File: src/icache_defs.svh
`ifndef ICACHE_DEFS_SVH
`define ICACHE_DEFS_SVH

// byte address width of the fetch port
`define ICACHE_ADDR_W 32

// word select within a four-word line
`define ICACHE_OFFSET_W 2

// set select with sixteen sets by default
`define ICACHE_INDEX_W 4

// the low 2 bits select a byte within a word and are never stored
`define ICACHE_TAG_W (`ICACHE_ADDR_W - `ICACHE_INDEX_W - `ICACHE_OFFSET_W - 2)

// width of one instruction word
`define ICACHE_WORD_W 32

`endif

File: src/icache_pkg.sv
package icache_pkg;

    ////////////////////////////////////////
    // controller states
    ////////////////////////////////////////
    typedef enum logic [2:0] {
        st_idle,
        st_lookup,
        st_miss_req,
        st_refill,
        st_replace,
        st_invalidate
    } ctrl_state_e;

    ////////////////////////////////////////
    // request opcodes
    ////////////////////////////////////////
    typedef enum logic {
        op_fetch,
        op_inval_all
    } cache_op_e;

endpackage

File: src/icache_array_if.sv
`include "icache_defs.svh"

interface icache_array_if;

    // controller requests
    logic                      lookup_valid;
    logic                      touch;
    logic                      inval_all;

    // storage results
    logic                      hit;
    logic                      hit_way;
    logic                      victim_way;
    logic [`ICACHE_WORD_W-1:0] rdata;

    modport ctrl (
        output lookup_valid,
        output touch,
        output inval_all,
        input  hit,
        input  hit_way,
        input  victim_way,
        input  rdata
    );

    modport storage (
        input  lookup_valid,
        input  touch,
        input  inval_all,
        output hit,
        output hit_way,
        output victim_way,
        output rdata
    );

endinterface

File: src/icache_req_buffer.sv
`include "icache_defs.svh"

module icache_req_buffer (
    input  logic                        clk,
    input  logic                        rstn,
    input  logic                        req_valid,
    input  icache_pkg::cache_op_e       req_op,
    input  logic [`ICACHE_ADDR_W-1:0]   req_addr,
    input  logic                        capture,
    output icache_pkg::cache_op_e       held_op,
    output logic [`ICACHE_INDEX_W-1:0]  held_index,
    output logic [`ICACHE_TAG_W-1:0]    held_tag,
    output logic [`ICACHE_OFFSET_W-1:0] held_offset
);
    import icache_pkg::*;

    localparam int OFS_LO = 2;
    localparam int IDX_LO = OFS_LO + `ICACHE_OFFSET_W;
    localparam int TAG_LO = IDX_LO + `ICACHE_INDEX_W;

    // address split into tag, set and word with the byte bits dropped
    always_ff @(posedge clk) begin
        if (capture) begin
            held_op     <= req_op;
            held_offset <= req_addr[IDX_LO-1:OFS_LO];
            held_index  <= req_addr[TAG_LO-1:IDX_LO];
            held_tag    <= req_addr[`ICACHE_ADDR_W-1:TAG_LO];
        end
    end

    // the controller only loads on an accepted request
    a_capture_valid: assert property (
        @(posedge clk) disable iff (!rstn) capture |-> req_valid
    );

endmodule

File: src/icache_storage.sv
`include "icache_defs.svh"

module icache_storage (
    input  logic                        clk,
    input  logic                        rstn,
    icache_array_if.storage             arr,
    input  logic [`ICACHE_INDEX_W-1:0]  held_index,
    input  logic [`ICACHE_TAG_W-1:0]    held_tag,
    input  logic [`ICACHE_OFFSET_W-1:0] held_offset,
    input  logic                        refill_start,
    input  logic                        fill_we,
    input  logic [`ICACHE_OFFSET_W-1:0] fill_word,
    input  logic [`ICACHE_WORD_W-1:0]   fill_data
);

    localparam int SETS  = 1 << `ICACHE_INDEX_W;
    localparam int WORDS = 1 << `ICACHE_OFFSET_W;

    ////////////////////////////////////////
    // arrays
    ////////////////////////////////////////
    logic [`ICACHE_TAG_W-1:0]  tag_ram  [2][SETS];
    logic [`ICACHE_WORD_W-1:0] data_ram [2][SETS][WORDS];
    logic [SETS-1:0]           valid_q  [2];
    // way used most recently, per set
    logic [SETS-1:0]           mru_q;

    logic [1:0] way_hit;
    logic       fill_way;
    logic       fill_last;

    ////////////////////////////////////////
    // lookup
    ////////////////////////////////////////
    always_comb begin
        for (int w = 0; w < 2; w++) begin
            way_hit[w] = valid_q[w][held_index] && (tag_ram[w][held_index] == held_tag);
        end
    end

    assign arr.hit     = arr.lookup_valid && (|way_hit);
    assign arr.hit_way = way_hit[1];
    assign arr.rdata   = data_ram[arr.hit_way][held_index][held_offset];

    // empty way first, otherwise the older one
    always_comb begin
        if (!valid_q[0][held_index]) begin
            arr.victim_way = 1'b0;
        end else if (!valid_q[1][held_index]) begin
            arr.victim_way = 1'b1;
        end else begin
            arr.victim_way = ~mru_q[held_index];
        end
    end

    ////////////////////////////////////////
    // refill
    ////////////////////////////////////////
    assign fill_last = fill_we && (fill_word == `ICACHE_OFFSET_W'(WORDS - 1));

    always_ff @(posedge clk or negedge rstn) begin
        if (!rstn) begin
            fill_way <= 1'b0;
        end else if (refill_start) begin
            fill_way <= arr.victim_way;
        end
    end

    always_ff @(posedge clk) begin
        if (fill_we) begin
            data_ram[fill_way][held_index][fill_word] <= fill_data;
        end
        if (fill_last) begin
            tag_ram[fill_way][held_index] <= held_tag;
        end
    end

    // valid bits and recency
    always_ff @(posedge clk or negedge rstn) begin
        if (!rstn) begin
            valid_q[0] <= '0;
            valid_q[1] <= '0;
            mru_q      <= '0;
        end else if (arr.inval_all) begin
            valid_q[0] <= '0;
            valid_q[1] <= '0;
        end else if (fill_last) begin
            valid_q[fill_way][held_index] <= 1'b1;
            mru_q[held_index]             <= fill_way;
        end else if (arr.touch) begin
            mru_q[held_index] <= arr.hit_way;
        end
    end

    // a line is only refilled after a miss, so no tag sits in both ways
    a_single_hit: assert property (
        @(posedge clk) disable iff (!rstn) !(way_hit[0] && way_hit[1])
    );

endmodule

File: src/icache_ctrl.sv
module icache_ctrl (
    input  logic                  clk,
    input  logic                  rstn,
    input  logic                  req_valid,
    output logic                  req_ready,
    input  icache_pkg::cache_op_e held_op,
    output logic                  capture,
    output logic                  resp_valid,
    input  logic                  resp_ready,
    icache_array_if.ctrl          arr,
    output logic                  refill_start,
    input  logic                  refill_done
);
    import icache_pkg::*;

    ctrl_state_e state;
    ctrl_state_e next_state;
    logic        fetch_held;
    // way picked for the running refill
    logic        fill_way;

    assign fetch_held = (held_op == op_fetch);

    ////////////////////////////////////////
    // state register
    ////////////////////////////////////////
    always_ff @(posedge clk or negedge rstn) begin
        if (!rstn) begin
            state <= st_idle;
        end else begin
            state <= next_state;
        end
    end

    always_comb begin
        next_state = state;
        case (state)
            st_idle: begin
                if (req_valid) begin
                    next_state = st_lookup;
                end
            end
            st_lookup: begin
                if (!fetch_held) begin
                    next_state = st_invalidate;
                end else if (!arr.hit) begin
                    next_state = st_miss_req;
                end else if (resp_ready && !req_valid) begin
                    next_state = st_idle;
                end
            end
            // mem port takes over from here
            st_miss_req: next_state = st_refill;
            st_refill: begin
                if (refill_done) begin
                    next_state = st_replace;
                end
            end
            // new line is in place so look again
            st_replace: next_state = st_lookup;
            st_invalidate: begin
                if (req_valid) begin
                    next_state = st_lookup;
                end else begin
                    next_state = st_idle;
                end
            end
            default: next_state = st_idle;
        endcase
    end

    ////////////////////////////////////////
    // outputs
    ////////////////////////////////////////
    assign arr.lookup_valid = (state == st_lookup) && fetch_held;
    assign resp_valid       = arr.lookup_valid && arr.hit;

    always_comb begin
        req_ready     = 1'b0;
        capture       = 1'b0;
        refill_start  = 1'b0;
        arr.touch     = 1'b0;
        arr.inval_all = 1'b0;
        case (state)
            st_idle: begin
                req_ready = 1'b1;
                capture   = req_valid;
            end
            st_lookup: begin
                if (next_state == st_miss_req) begin
                    refill_start = 1'b1;
                end else if (resp_valid && resp_ready) begin
                    // completion edge doubles as the next accept
                    req_ready = 1'b1;
                    capture   = req_valid;
                    arr.touch = 1'b1;
                end
            end
            st_invalidate: begin
                arr.inval_all = 1'b1;
                req_ready     = 1'b1;
                capture       = req_valid;
            end
            default: begin
            end
        endcase
    end

    always_ff @(posedge clk or negedge rstn) begin
        if (!rstn) begin
            fill_way <= 1'b0;
        end else if (refill_start) begin
            fill_way <= arr.victim_way;
        end
    end

    a_resp_hold: assert property (
        @(posedge clk) disable iff (!rstn) resp_valid && !resp_ready |=> resp_valid
    );

    // the repeated lookup finds the line in the way chosen at miss time
    a_refill_hits: assert property (
        @(posedge clk) disable iff (!rstn)
        state == st_replace |=> arr.hit && (arr.hit_way == fill_way)
    );

endmodule

File: src/icache_mem_port.sv
`include "icache_defs.svh"

module icache_mem_port (
    input  logic                        clk,
    input  logic                        rstn,
    input  logic                        refill_start,
    input  logic [`ICACHE_ADDR_W-1:0]   line_addr,
    output logic                        mem_req,
    output logic [`ICACHE_ADDR_W-1:0]   mem_addr,
    input  logic                        mem_addr_ok,
    input  logic                        mem_data_ok,
    input  logic [`ICACHE_WORD_W-1:0]   mem_rdata,
    output logic                        fill_we,
    output logic [`ICACHE_OFFSET_W-1:0] fill_word,
    output logic [`ICACHE_WORD_W-1:0]   fill_data,
    output logic                        refill_done
);

    typedef enum logic [1:0] {
        mp_idle,
        mp_addr,
        mp_data
    } mp_state_e;

    mp_state_e                   state;
    logic [`ICACHE_OFFSET_W-1:0] beat;

    always_ff @(posedge clk or negedge rstn) begin
        if (!rstn) begin
            state <= mp_idle;
            beat  <= '0;
        end else begin
            case (state)
                mp_idle: begin
                    if (refill_start) begin
                        state <= mp_addr;
                    end
                end
                mp_addr: begin
                    if (mem_addr_ok) begin
                        state <= mp_data;
                        beat  <= '0;
                    end
                end
                mp_data: begin
                    if (mem_data_ok) begin
                        beat <= beat + 1'b1;
                        if (refill_done) begin
                            state <= mp_idle;
                        end
                    end
                end
                default: state <= mp_idle;
            endcase
        end
    end

    always_ff @(posedge clk) begin
        if (refill_start) begin
            mem_addr <= line_addr;
        end
    end

    assign mem_req     = (state == mp_addr);
    assign fill_we     = (state == mp_data) && mem_data_ok;
    assign fill_word   = beat;
    assign fill_data   = mem_rdata;
    assign refill_done = fill_we && (&beat);

    a_data_after_addr: assert property (
        @(posedge clk) disable iff (!rstn) mem_data_ok |-> state == mp_data
    );

endmodule

File: src/icache_top.sv
`include "icache_defs.svh"

module icache_top (
    input  logic                      clk,
    input  logic                      rstn,
    // request side
    input  logic                      req_valid,
    output logic                      req_ready,
    input  icache_pkg::cache_op_e     req_op,
    input  logic [`ICACHE_ADDR_W-1:0] req_addr,
    // response side
    output logic                      resp_valid,
    input  logic                      resp_ready,
    output logic [`ICACHE_WORD_W-1:0] resp_data,
    // memory side
    output logic                      mem_req,
    output logic [`ICACHE_ADDR_W-1:0] mem_addr,
    input  logic                      mem_addr_ok,
    input  logic                      mem_data_ok,
    input  logic [`ICACHE_WORD_W-1:0] mem_rdata
);
    import icache_pkg::*;

    cache_op_e                   held_op;
    logic [`ICACHE_INDEX_W-1:0]  held_index;
    logic [`ICACHE_TAG_W-1:0]    held_tag;
    logic [`ICACHE_OFFSET_W-1:0] held_offset;
    logic                        capture;
    logic                        refill_start;
    logic                        refill_done;
    logic                        fill_we;
    logic [`ICACHE_OFFSET_W-1:0] fill_word;
    logic [`ICACHE_WORD_W-1:0]   fill_data;
    logic [`ICACHE_ADDR_W-1:0]   line_addr;

    icache_array_if arr_if ();

    // line aligned with word and byte bits zero
    assign line_addr = {held_tag, held_index, (`ICACHE_OFFSET_W + 2)'(0)};
    assign resp_data = arr_if.rdata;

    icache_req_buffer req_buf0 (
        .clk, .rstn, .req_valid, .req_op, .req_addr, .capture,
        .held_op, .held_index, .held_tag, .held_offset
    );

    icache_ctrl ctrl0 (
        .clk, .rstn, .req_valid, .req_ready, .held_op, .capture,
        .resp_valid, .resp_ready, .arr(arr_if.ctrl), .refill_start, .refill_done
    );

    icache_storage storage0 (
        .clk, .rstn, .arr(arr_if.storage), .held_index, .held_tag, .held_offset,
        .refill_start, .fill_we, .fill_word, .fill_data
    );

    icache_mem_port mem_port0 (
        .clk, .rstn, .refill_start, .line_addr, .mem_req, .mem_addr,
        .mem_addr_ok, .mem_data_ok, .mem_rdata,
        .fill_we, .fill_word, .fill_data, .refill_done
    );

endmodule

File: config.mk
export PLATFORM = sky130hd
export DESIGN_NAME = icache_top
export DESIGN_NICKNAME = d
export VERILOG_FILES = /design/src/icache_pkg.sv /design/src/icache_array_if.sv /design/src/icache_req_buffer.sv /design/src/icache_storage.sv /design/src/icache_ctrl.sv /design/src/icache_mem_port.sv /design/src/icache_top.sv
export VERILOG_INCLUDE_DIRS = /design/src /design/src/src
export SDC_FILE = /design/constraint.sdc
export NUM_CORES = 2
export LEC_CHECK = 0
export BUFFER_PORTS_ARGS = -buffer_cell sky130_fd_sc_hd__buf_2
export CAP_MARGIN = 20
export CELL_PAD_IN_SITES_DETAIL_PLACEMENT = 1
export CELL_PAD_IN_SITES_GLOBAL_PLACEMENT = 1
export CORE_MARGIN = 2
export CORE_UTILIZATION = 45
export DETAILED_ROUTE_END_ITERATION = 8
export PLACE_DENSITY = 0.68
export SYNTH_ARGS = -nofsm -noshare
export SYNTH_HDL_FRONTEND = slang
export SYNTH_MEMORY_MAX_BITS = 65536
export SYNTH_SLANG_ARGS = --single-unit
File: constraint.sdc
create_clock -name clk -period 6.3 [get_ports clk]
set_clock_uncertainty 0.1 [all_clocks]
set_input_delay 0.315 -clock clk [delete_from_list [all_inputs] [get_ports clk]]
set_output_delay 0.315 -clock clk [all_outputs]
set_load 0.01 [all_outputs]
# Word level (Yosys, flattened, before mapping)
# Memories as Yosys holds them, arrays and structs flattened.
# Index checks and enable logic that the tools add are counted.
dict set report word_totals {
  ff_bits 115
  mem_bits_rw 4864
  in_bits 71
  output_inout_bits 67
  word_cells 138
  n_memories 2
}
# name depth word_bits rd rd_clocked_by_memory_dff write_ports line_no
set mem_list {}
lappend mem_list {storage0.data_ram 2 2048 1 0 1 icache_storage.sv:23} ;# logic [`ICACHE_WORD_W-1:0] data_ram [2][SETS][WORDS];
lappend mem_list {storage0.tag_ram 2 384 2 0 1 icache_storage.sv:22} ;# logic [`ICACHE_TAG_W-1:0] tag_ram [2][SETS];
dict set report classes {
  n_addsub 1
  order_cmp 9
  n_eq_ne 15
  muxes 65
  bitwise 8
  reduce_logical 26
}
# cell n
set op_table {}
lappend op_table {{$mux W2048} 1}
lappend op_table {{$bmux W128 S4} 1}
lappend op_table {{$demux W128 S4} 1}
lappend op_table {{$mux W128} 3}
lappend op_table {{$mux W384} 1}
lappend op_table {{$bmux W24 S4} 2}
lappend op_table {{$mux W32} 5}
lappend op_table {{$mux W24} 5}
lappend op_table {{$demux W24 S4} 1}
lappend op_table {{$bmux W32 S2} 1}
lappend op_table {{$demux W32 S2} 1}
lappend op_table {{$eq A24 B24 Y1} 2}
lappend op_table {{$mux W16} 3}
lappend op_table {{$bwmux W16} 2}
lappend op_table {{$or A32 B32 Y32} 1}
lappend op_table {{$pmux W3 S6} 1}
lappend op_table {{$mux W1} 17}
lappend op_table {{$demux W16 S1} 1}
lappend op_table {{$mux W3} 5}
lappend op_table {{$logic_and A1 B1 Y1} 14}
lappend op_table {{$bmux W1 S4} 3}
lappend op_table {{$mux W2} 6}
lappend op_table {{$eq A3 B2 Y1 const B} 3}
lappend op_table {{$eq A3 B3 Y1 const B} 2}
lappend op_table {{other kinds (30)} 42}

# Logic depth before layout (Yosys ltp)
dict set report depth {
  depth_word 16
  ltp_mapped 23
  ltp_nobuf 13
}

# Cells and area by module
# A second synthesis with hierarchy kept.
dict set report hier_totals {
  cells_unflattened 13441
  hier_area_um2 198404.0
}
# mod instances cells_per_inst area_per_inst_um2 seq_area_each_um2
set modules_own_cells {}
lappend modules_own_cells {icache_storage 1 13296 195797.8 147286.3}
lappend modules_own_cells {icache_mem_port 1 86 1437.6 1061.0}
lappend modules_own_cells {icache_req_buffer 1 31 930.9 930.9}
lappend modules_own_cells {icache_ctrl 1 27 234.0 75.1}
lappend modules_own_cells {icache_top 1 1 3.8 0.0}

# Worst setup path after synthesis
# Ideal clock, no wire load.
dict set report synth_timing {
  kind {reg-to-reg}
  from {reg req_buf0.held_index[0]}
  to {reg mem_port0.state[1]}
  setup_time_ns 0.125
  arrival_ns 4.975
  t_required_ns 6.075
  slack_ns 1.101
  stages_incl_launch_ff 20
  n_path_buf 8
  cell_sequence {edfxtp_1 buf_6 buf_6 buf_8 nor2_1 a22oi_1 and3_1 o2111a_1 a2bb2o_1 nor4_1 nand2b_1 buf_6 buf_6 buf_6 buf_2 buf_2 nand2_1 nor2_1 o211ai_1 mux2_2}
}
dict set report synth_between {
  elab_chain_cells 16
  elab_cells_between_ends 25
  classes_between {eq/ne (4); mux (15); bitwise (1); reduce/logical (5)}
}
# element line_no
set synth_lines {}
lappend synth_lines {{start, declared} icache_req_buffer.sv:11} ;# output logic [`ICACHE_INDEX_W-1:0] held_index,
lappend synth_lines {{start signal, assigned} icache_req_buffer.sv:26} ;# held_index <= req_addr[TAG_LO-1:IDX_LO];
lappend synth_lines {{$not A4 Y5 (not written as such)} icache_storage.sv:37} ;# way_hit[w] = valid_q[w][held_index] && (tag_ram[w][held_index] == held_tag);
lappend synth_lines {{$bmux W24 S4} icache_storage.sv:37}
lappend synth_lines {{$mux W24 (not written as such) (2 in a row)} icache_storage.sv:37}
lappend synth_lines {{$eq A24 B24 Y1} icache_storage.sv:37}
lappend synth_lines {{$logic_and A1 B1 Y1} icache_storage.sv:37}
lappend synth_lines {{$reduce_or A2 Y1 *} icache_storage.sv:41} ;# assign arr.hit = arr.lookup_valid && (|way_hit);
lappend synth_lines {{$logic_and A1 B1 Y1 *} icache_storage.sv:41}
lappend synth_lines {{$mux W3 *} icache_ctrl.sv:46} ;# end else if (!arr.hit) begin
lappend synth_lines {{$mux W3 *} icache_ctrl.sv:44} ;# if (!fetch_held) begin
lappend synth_lines {{$pmux W3 S6 *} icache_ctrl.sv:37} ;# case (state)
lappend synth_lines {{$eq A3 B2 Y1 *} icache_ctrl.sv:90} ;# if (next_state == st_miss_req) begin
lappend synth_lines {{$mux W1 *} icache_ctrl.sv:90}
lappend synth_lines {{$mux W1 *} icache_ctrl.sv:84} ;# case (state)
lappend synth_lines {{net ctrl0.refill_start} icache_ctrl.sv:11} ;# output logic refill_start,
lappend synth_lines {{$ne A2 B2 Y1 (no line) *} n/a}
lappend synth_lines {{$reduce_and A4 Y1 (no line) *} n/a}
lappend synth_lines {{end signal, assigned} icache_mem_port.sv:30} ;# state <= mp_idle;
lappend synth_lines {{end signal, assigned} icache_mem_port.sv:36} ;# state <= mp_addr;
lappend synth_lines {{end signal, assigned} icache_mem_port.sv:41} ;# state <= mp_data;
lappend synth_lines {{end, declared} icache_mem_port.sv:25} ;# mp_state_e state;
# Mark *: on every way through the listed nets, which the timed path passes. The rest lies on a longest branch. The select of a mux whose other input is x is not followed.
# A chain may end at the register's enable or synchronous reset.

# Worst setup path after layout
dict set report layout_timing {
  from {reg req_buf0.held_index[0]}
  to {out resp_data[21]}
}
dict set report layout_between {
  elab_chain_cells 13
  elab_cells_between_ends 15
  classes_between {eq/ne (1); mux (11); bitwise (1); reduce/logical (1); memory (1)}
}
# element line_no
set layout_lines {}
lappend layout_lines {{$not A4 Y5 (not written as such)} {icache_storage.sv:37, icache_storage.sv:43}}
lappend layout_lines {{$bmux W24 S4} icache_storage.sv:37}
lappend layout_lines {{$mux W24 (not written as such) (2 in a row)} icache_storage.sv:37}
lappend layout_lines {{$eq A24 B24 Y1} icache_storage.sv:37}
lappend layout_lines {{$logic_and A1 B1 Y1} icache_storage.sv:37}
lappend layout_lines {{$mem_v2 Z2 W2048} n/a}
lappend layout_lines {{$bmux W128 S4 *} icache_storage.sv:43} ;# assign arr.rdata = data_ram[arr.hit_way][held_index][held_offset];
lappend layout_lines {{$mux W128 (not written as such) * (2 in a row)} icache_storage.sv:43}
lappend layout_lines {{$bmux W32 S2 *} icache_storage.sv:43}
lappend layout_lines {{$mux W32 (not written as such) * (2 in a row)} icache_storage.sv:43}
lappend layout_lines {{end, declared} icache_top.sv:14} ;# output logic [`ICACHE_WORD_W-1:0] resp_data,
# Every way passes the cells marked *; elsewhere a longest branch is shown, timed or not. The select of a mux whose other input is x is not followed.

==> key figures <==
Synthesis
  • Post-synthesis cell count: 11900
  • Post-Syn Area: 193000 µm²
  • Netlist cell types: 76
  • FFs w/ async S/R, synth: 1.12%
  • Post-synth EDFFs: 4923
  • Predominant post-synthesis flop cell: edfxtp_1
  • Seq/Total Area, Yosys: 77.3%
  • Yosys top cell area share: 76.5%
  • Yosys Warn Count: 0
  • Synth area leader: edfxtp_1
  • Synth Register Bits: 4979
  • Avg Synthesized Cell Area: 16.2 µm²
  • Synth top area cells: edfxtp_1 77%, nand2_1 4.6%, mux4_2 4.3%, mux2i_1 3.6%, a21oi_1 3.2%

Worst setup path
  • Critical path endpoint category: output port
  • Crit path required time: 5880 ps
  • CP startpoint: req_buf0.held_index[0]$_DFFE_PP_
  • R2R Path Start: req_buf0.held_index[0]$_DFFE_PP_
  • End of the worst register-to-register path: storage0.mru_q[14]$_DFFE_PN0P_
  • Crit Path Max Fanout: 8
  • CP arrival: 6720 ps
  • WS Path Type: register to output port
  • Startpoint types: register
  • FF-to-FF setup slack: 830 ps
  • Worst setup path end: resp_data[21]
  • R2R depth: 19

Floorplanning
  • Starting Density: 45.2%
  • Height of the die: 659 µm
  • DIE AREA: 434000 µm²
  • Placeable Area: 427000 µm²
  • Horiz. Die Dim: 659 µm
  • Row count: 240
  • Io pins: 138

Final layout
  • Area grow syn2layout: 21.6%
  • Area of the multi-input gates: 46200 µm²
  • Design Area, Final: 235000 µm²
  • Final cell count without fillers: 19200
  • Fillers: 38800
  • FF/Latch Area: 149000 µm²
  • Fin util: 55.0%
  • Layout cells sized above 1: 24.7%
  • Final nets: 13200

Routing
  • Drt pass-1 iters: 6
  • Routed vias/inst: 6.23
  • Avg WL per Cell: 34.4 µm
  • Final ANT Viol Nets: 0
  • Vias: 120000
  • Initial DRC Count: 15300
  • Final wirelength: 662 mm
  • # DRC: 0

GRT
  • Number of global-route vias before repair: 124000
  • Initial antenna violation count: 28
  • Largest net degree at the start of global routing: 116
  • First-pass GRT wire length: 919 mm
  • Total GRT Usage: 29.6%
  • Remaining Overflow, GRT: 0

STA
  • Max Fclk: 0.140 GHz
  • Tmin final: 7130 ps
  • Setup WS post-layout: -834 ps
  • Slew HR: 16.2%
  • Count of final hold-check violations: 0
  • RSZ-0062 raised after global routing: true
  • Slew Limit Fails: 0
  • Final setup violation count: 32
  • Final cycle utilization of the critical path: 113%
  • Slew of the pin with the lowest slew margin: 1260 ps

CTS
  • Clk_lat worst skew: 1070 ps
  • CTS tree: built
  • Worst-path clk slew: 60 ps
  • CTS Buffer Depth: 4
  • Clk sinks: 4979
  • H-tree lvl count: 6
  • Root Buffer: clkbuf_16
  • CTS buffer count: 528

Place
  • HPWL after DPL: 363 mm
  • PortBufs: 131
  • Placer congestion estimate: 0.836
  • Dpl cells: 17900
  • Dpl ws: -928 ps
  • DP Area: 206000 µm²

Power
  • Pwr Density: 287 nW/µm²
  • Max rail drop VDD: 321 µV
  • Leak Pwr: 75.7 nW
  • Total power: 67.5 mW

Hold path
  • Worst hold path depth: 2
  • HP Class: input port to register

Status
  • Failing checks: setup timing
  • Status: complete, but fails checks

Job
  • Max cap viols: 0
[what timing repair did]
item | in CTS | in global routing
buffers inserted | 187 | 130
hold buffers | 104 | 0
pin swaps | 258 | 204
setup endpoints to repair | 35 | 33
hold endpoints to repair | 1952 | 0
gates cloned | 55 | 12
resized for setup | 850 | 507
[through the flow]
| stage | TNS [ps] | hold slack [ps] |
|---|---|---|
| CTS | -22280 | 143 |
| global route | -27080 | 189 |
| detailed placement | -7110 | 379 |
| global placement | -6060 | 368 |
| finish | -21120 | 192 |
| floorplan | 0 | -80.6 |
[synthesized netlist by cell type (29+ instances only)]
| cell type | count |
|---|---|
| buf_1 | 57 |
| a21oi_1 | 1242 |
| nor3_1 | 36 |
| a211oi_1 | 181 |
| mux4_2 | 366 |
| dfrtp_1 | 56 |
| o22ai_1 | 315 |
| o21a_1 | 32 |
| mux2i_1 | 692 |
| nor4_1 | 444 |
| nor2_1 | 201 |
| edfxtp_1 | 4923 |
| buf_2 | 212 |
| o21ai_0 | 69 |
| clkbuf_1 | 350 |
| buf_6 | 54 |
| mux2_2 | 29 |
| buf_4 | 77 |
| nand2_1 | 2344 |
[report_power, final]
group / internal, mW / total (mW) / switching, mW
Combinational: 0.0749 / 0.607 / 0.532
Clock: 17.3 / 30.6 / 13.3
Sequential: 36.3 / 36.3 / 0
Total: 53.7 / 67.5 / 13.8
[logic make-up (layout without fill, tap and decap cells)]
family / count (synthesis) / in the layout / share of synthesized area (%)
buffers and inverters: 766 / 2355 / 1.99
adders and majority gates: 7 / 7 / 0.0453
AOI/OAI and AO/OA: 1930 / 1930 / 5.63
and+or+nand+nor: 3123 / 3123 / 6.81
DFF: 4979 / 4979 / 77.3
muxes: 1087 / 1087 / 8.02
xor gates and xnor gates: 50 / 50 / 0.227
other: 1 / 16 / 0.00194
[layout by cell type, fill, tap and decap left out, types with 84 or more instances in the layout]
cell type      count
mux2i_1          663
o22ai_1          283
edfxtp_1        4923
a211oi_2          84
buf_4            811
buf_12           173
clkinv_1         111
nand2_1         2291
dlygate4sd3_1    104
clkbuf_16        553
nor4_2           136
a21oi_2          214
mux4_2           366
nor2_4           167
buf_6            112
nor4_1           244
a21oi_1         1011
clkbuf_1         102
[how the worst min path moves through the flow]
stage                     slack (ps)                              from                             endpoint
after global routing             190                      mem_rdata[2]  storage0.data_ram[0][994]$_DFFE_PP_
after floorplan                  -80                              rstn             ctrl0.state[0]$_DFF_PN0_
after detailed placement         380  storage0.valid_q[30]$_DFFE_PN0P_     storage0.valid_q[30]$_DFFE_PN0P_
final                            190                      mem_rdata[2]  storage0.data_ram[0][994]$_DFFE_PP_
after CTS                        140                     mem_rdata[27]  storage0.data_ram[1][411]$_DFFE_PP_
after global placement           370   storage0.valid_q[5]$_DFFE_PN0P_      storage0.valid_q[5]$_DFFE_PN0P_
[layer usage]
| layer | up-vias | GRT usage (%) | wire length, µm |
|---|---|---|---|
| li1 | 48600 | - | - |
| met4 | 6 | 13.7 | 35000 |
| met2 | 6829 | 47.8 | 312000 |
| met1 | 63100 | 39.2 | 252000 |
| met3 | 1409 | 5.31 | 63500 |
| met5 | - | 0 | 38 |
[flip-flops by register name, summed over array words and instances (netlist names)]
name / flops
storage0.tag_ram: 768
req_buf0.held_tag: 24
mem_port0.state: 2
storage0.data_ram: 4096
mem_port0.mem_addr: 28
req_buf0.held_op: 1
req_buf0.held_index: 4
storage0.fill_way: 1
req_buf0.held_offset: 2
storage0.mru_q: 16
storage0.valid_q: 32
mem_port0.fill_word: 2
ctrl0.state: 3
[critical path, cell delays in order, from the launching register on]
cell and delay [ps]:
edfxtp_1 370, buf_6 130, buf_12 160, buf_4 180, mux4_2 520, mux2i_1 280, o221a_2 320, a41oi_4 180
or3_4 470, nor4b_4 350, buf_12 200, buf_16 190, buf_16 140, buf_12 110, buf_8 110, mux2i_1 190
o22ai_1 120, nor4_2 420, a211oi_4 110, a211oi_4 610, buf_12 220, nor4_4 60, buf_2 150
[area by class of cell]
cell class                      count  share of cell area (%)
Sequential cell                  4979                    63.5
Timing Repair Buffer             1419                    6.67
Tap cell                         5687                    3.03
Clock inverter                    274                    1.13
Inverter                           15                  0.0272
Clock buffer                      647                    5.95
Multi-Input combinational cell   6201                    19.7
Antenna cell                       12                  0.0128
Power figures use the tool's default switching activity.
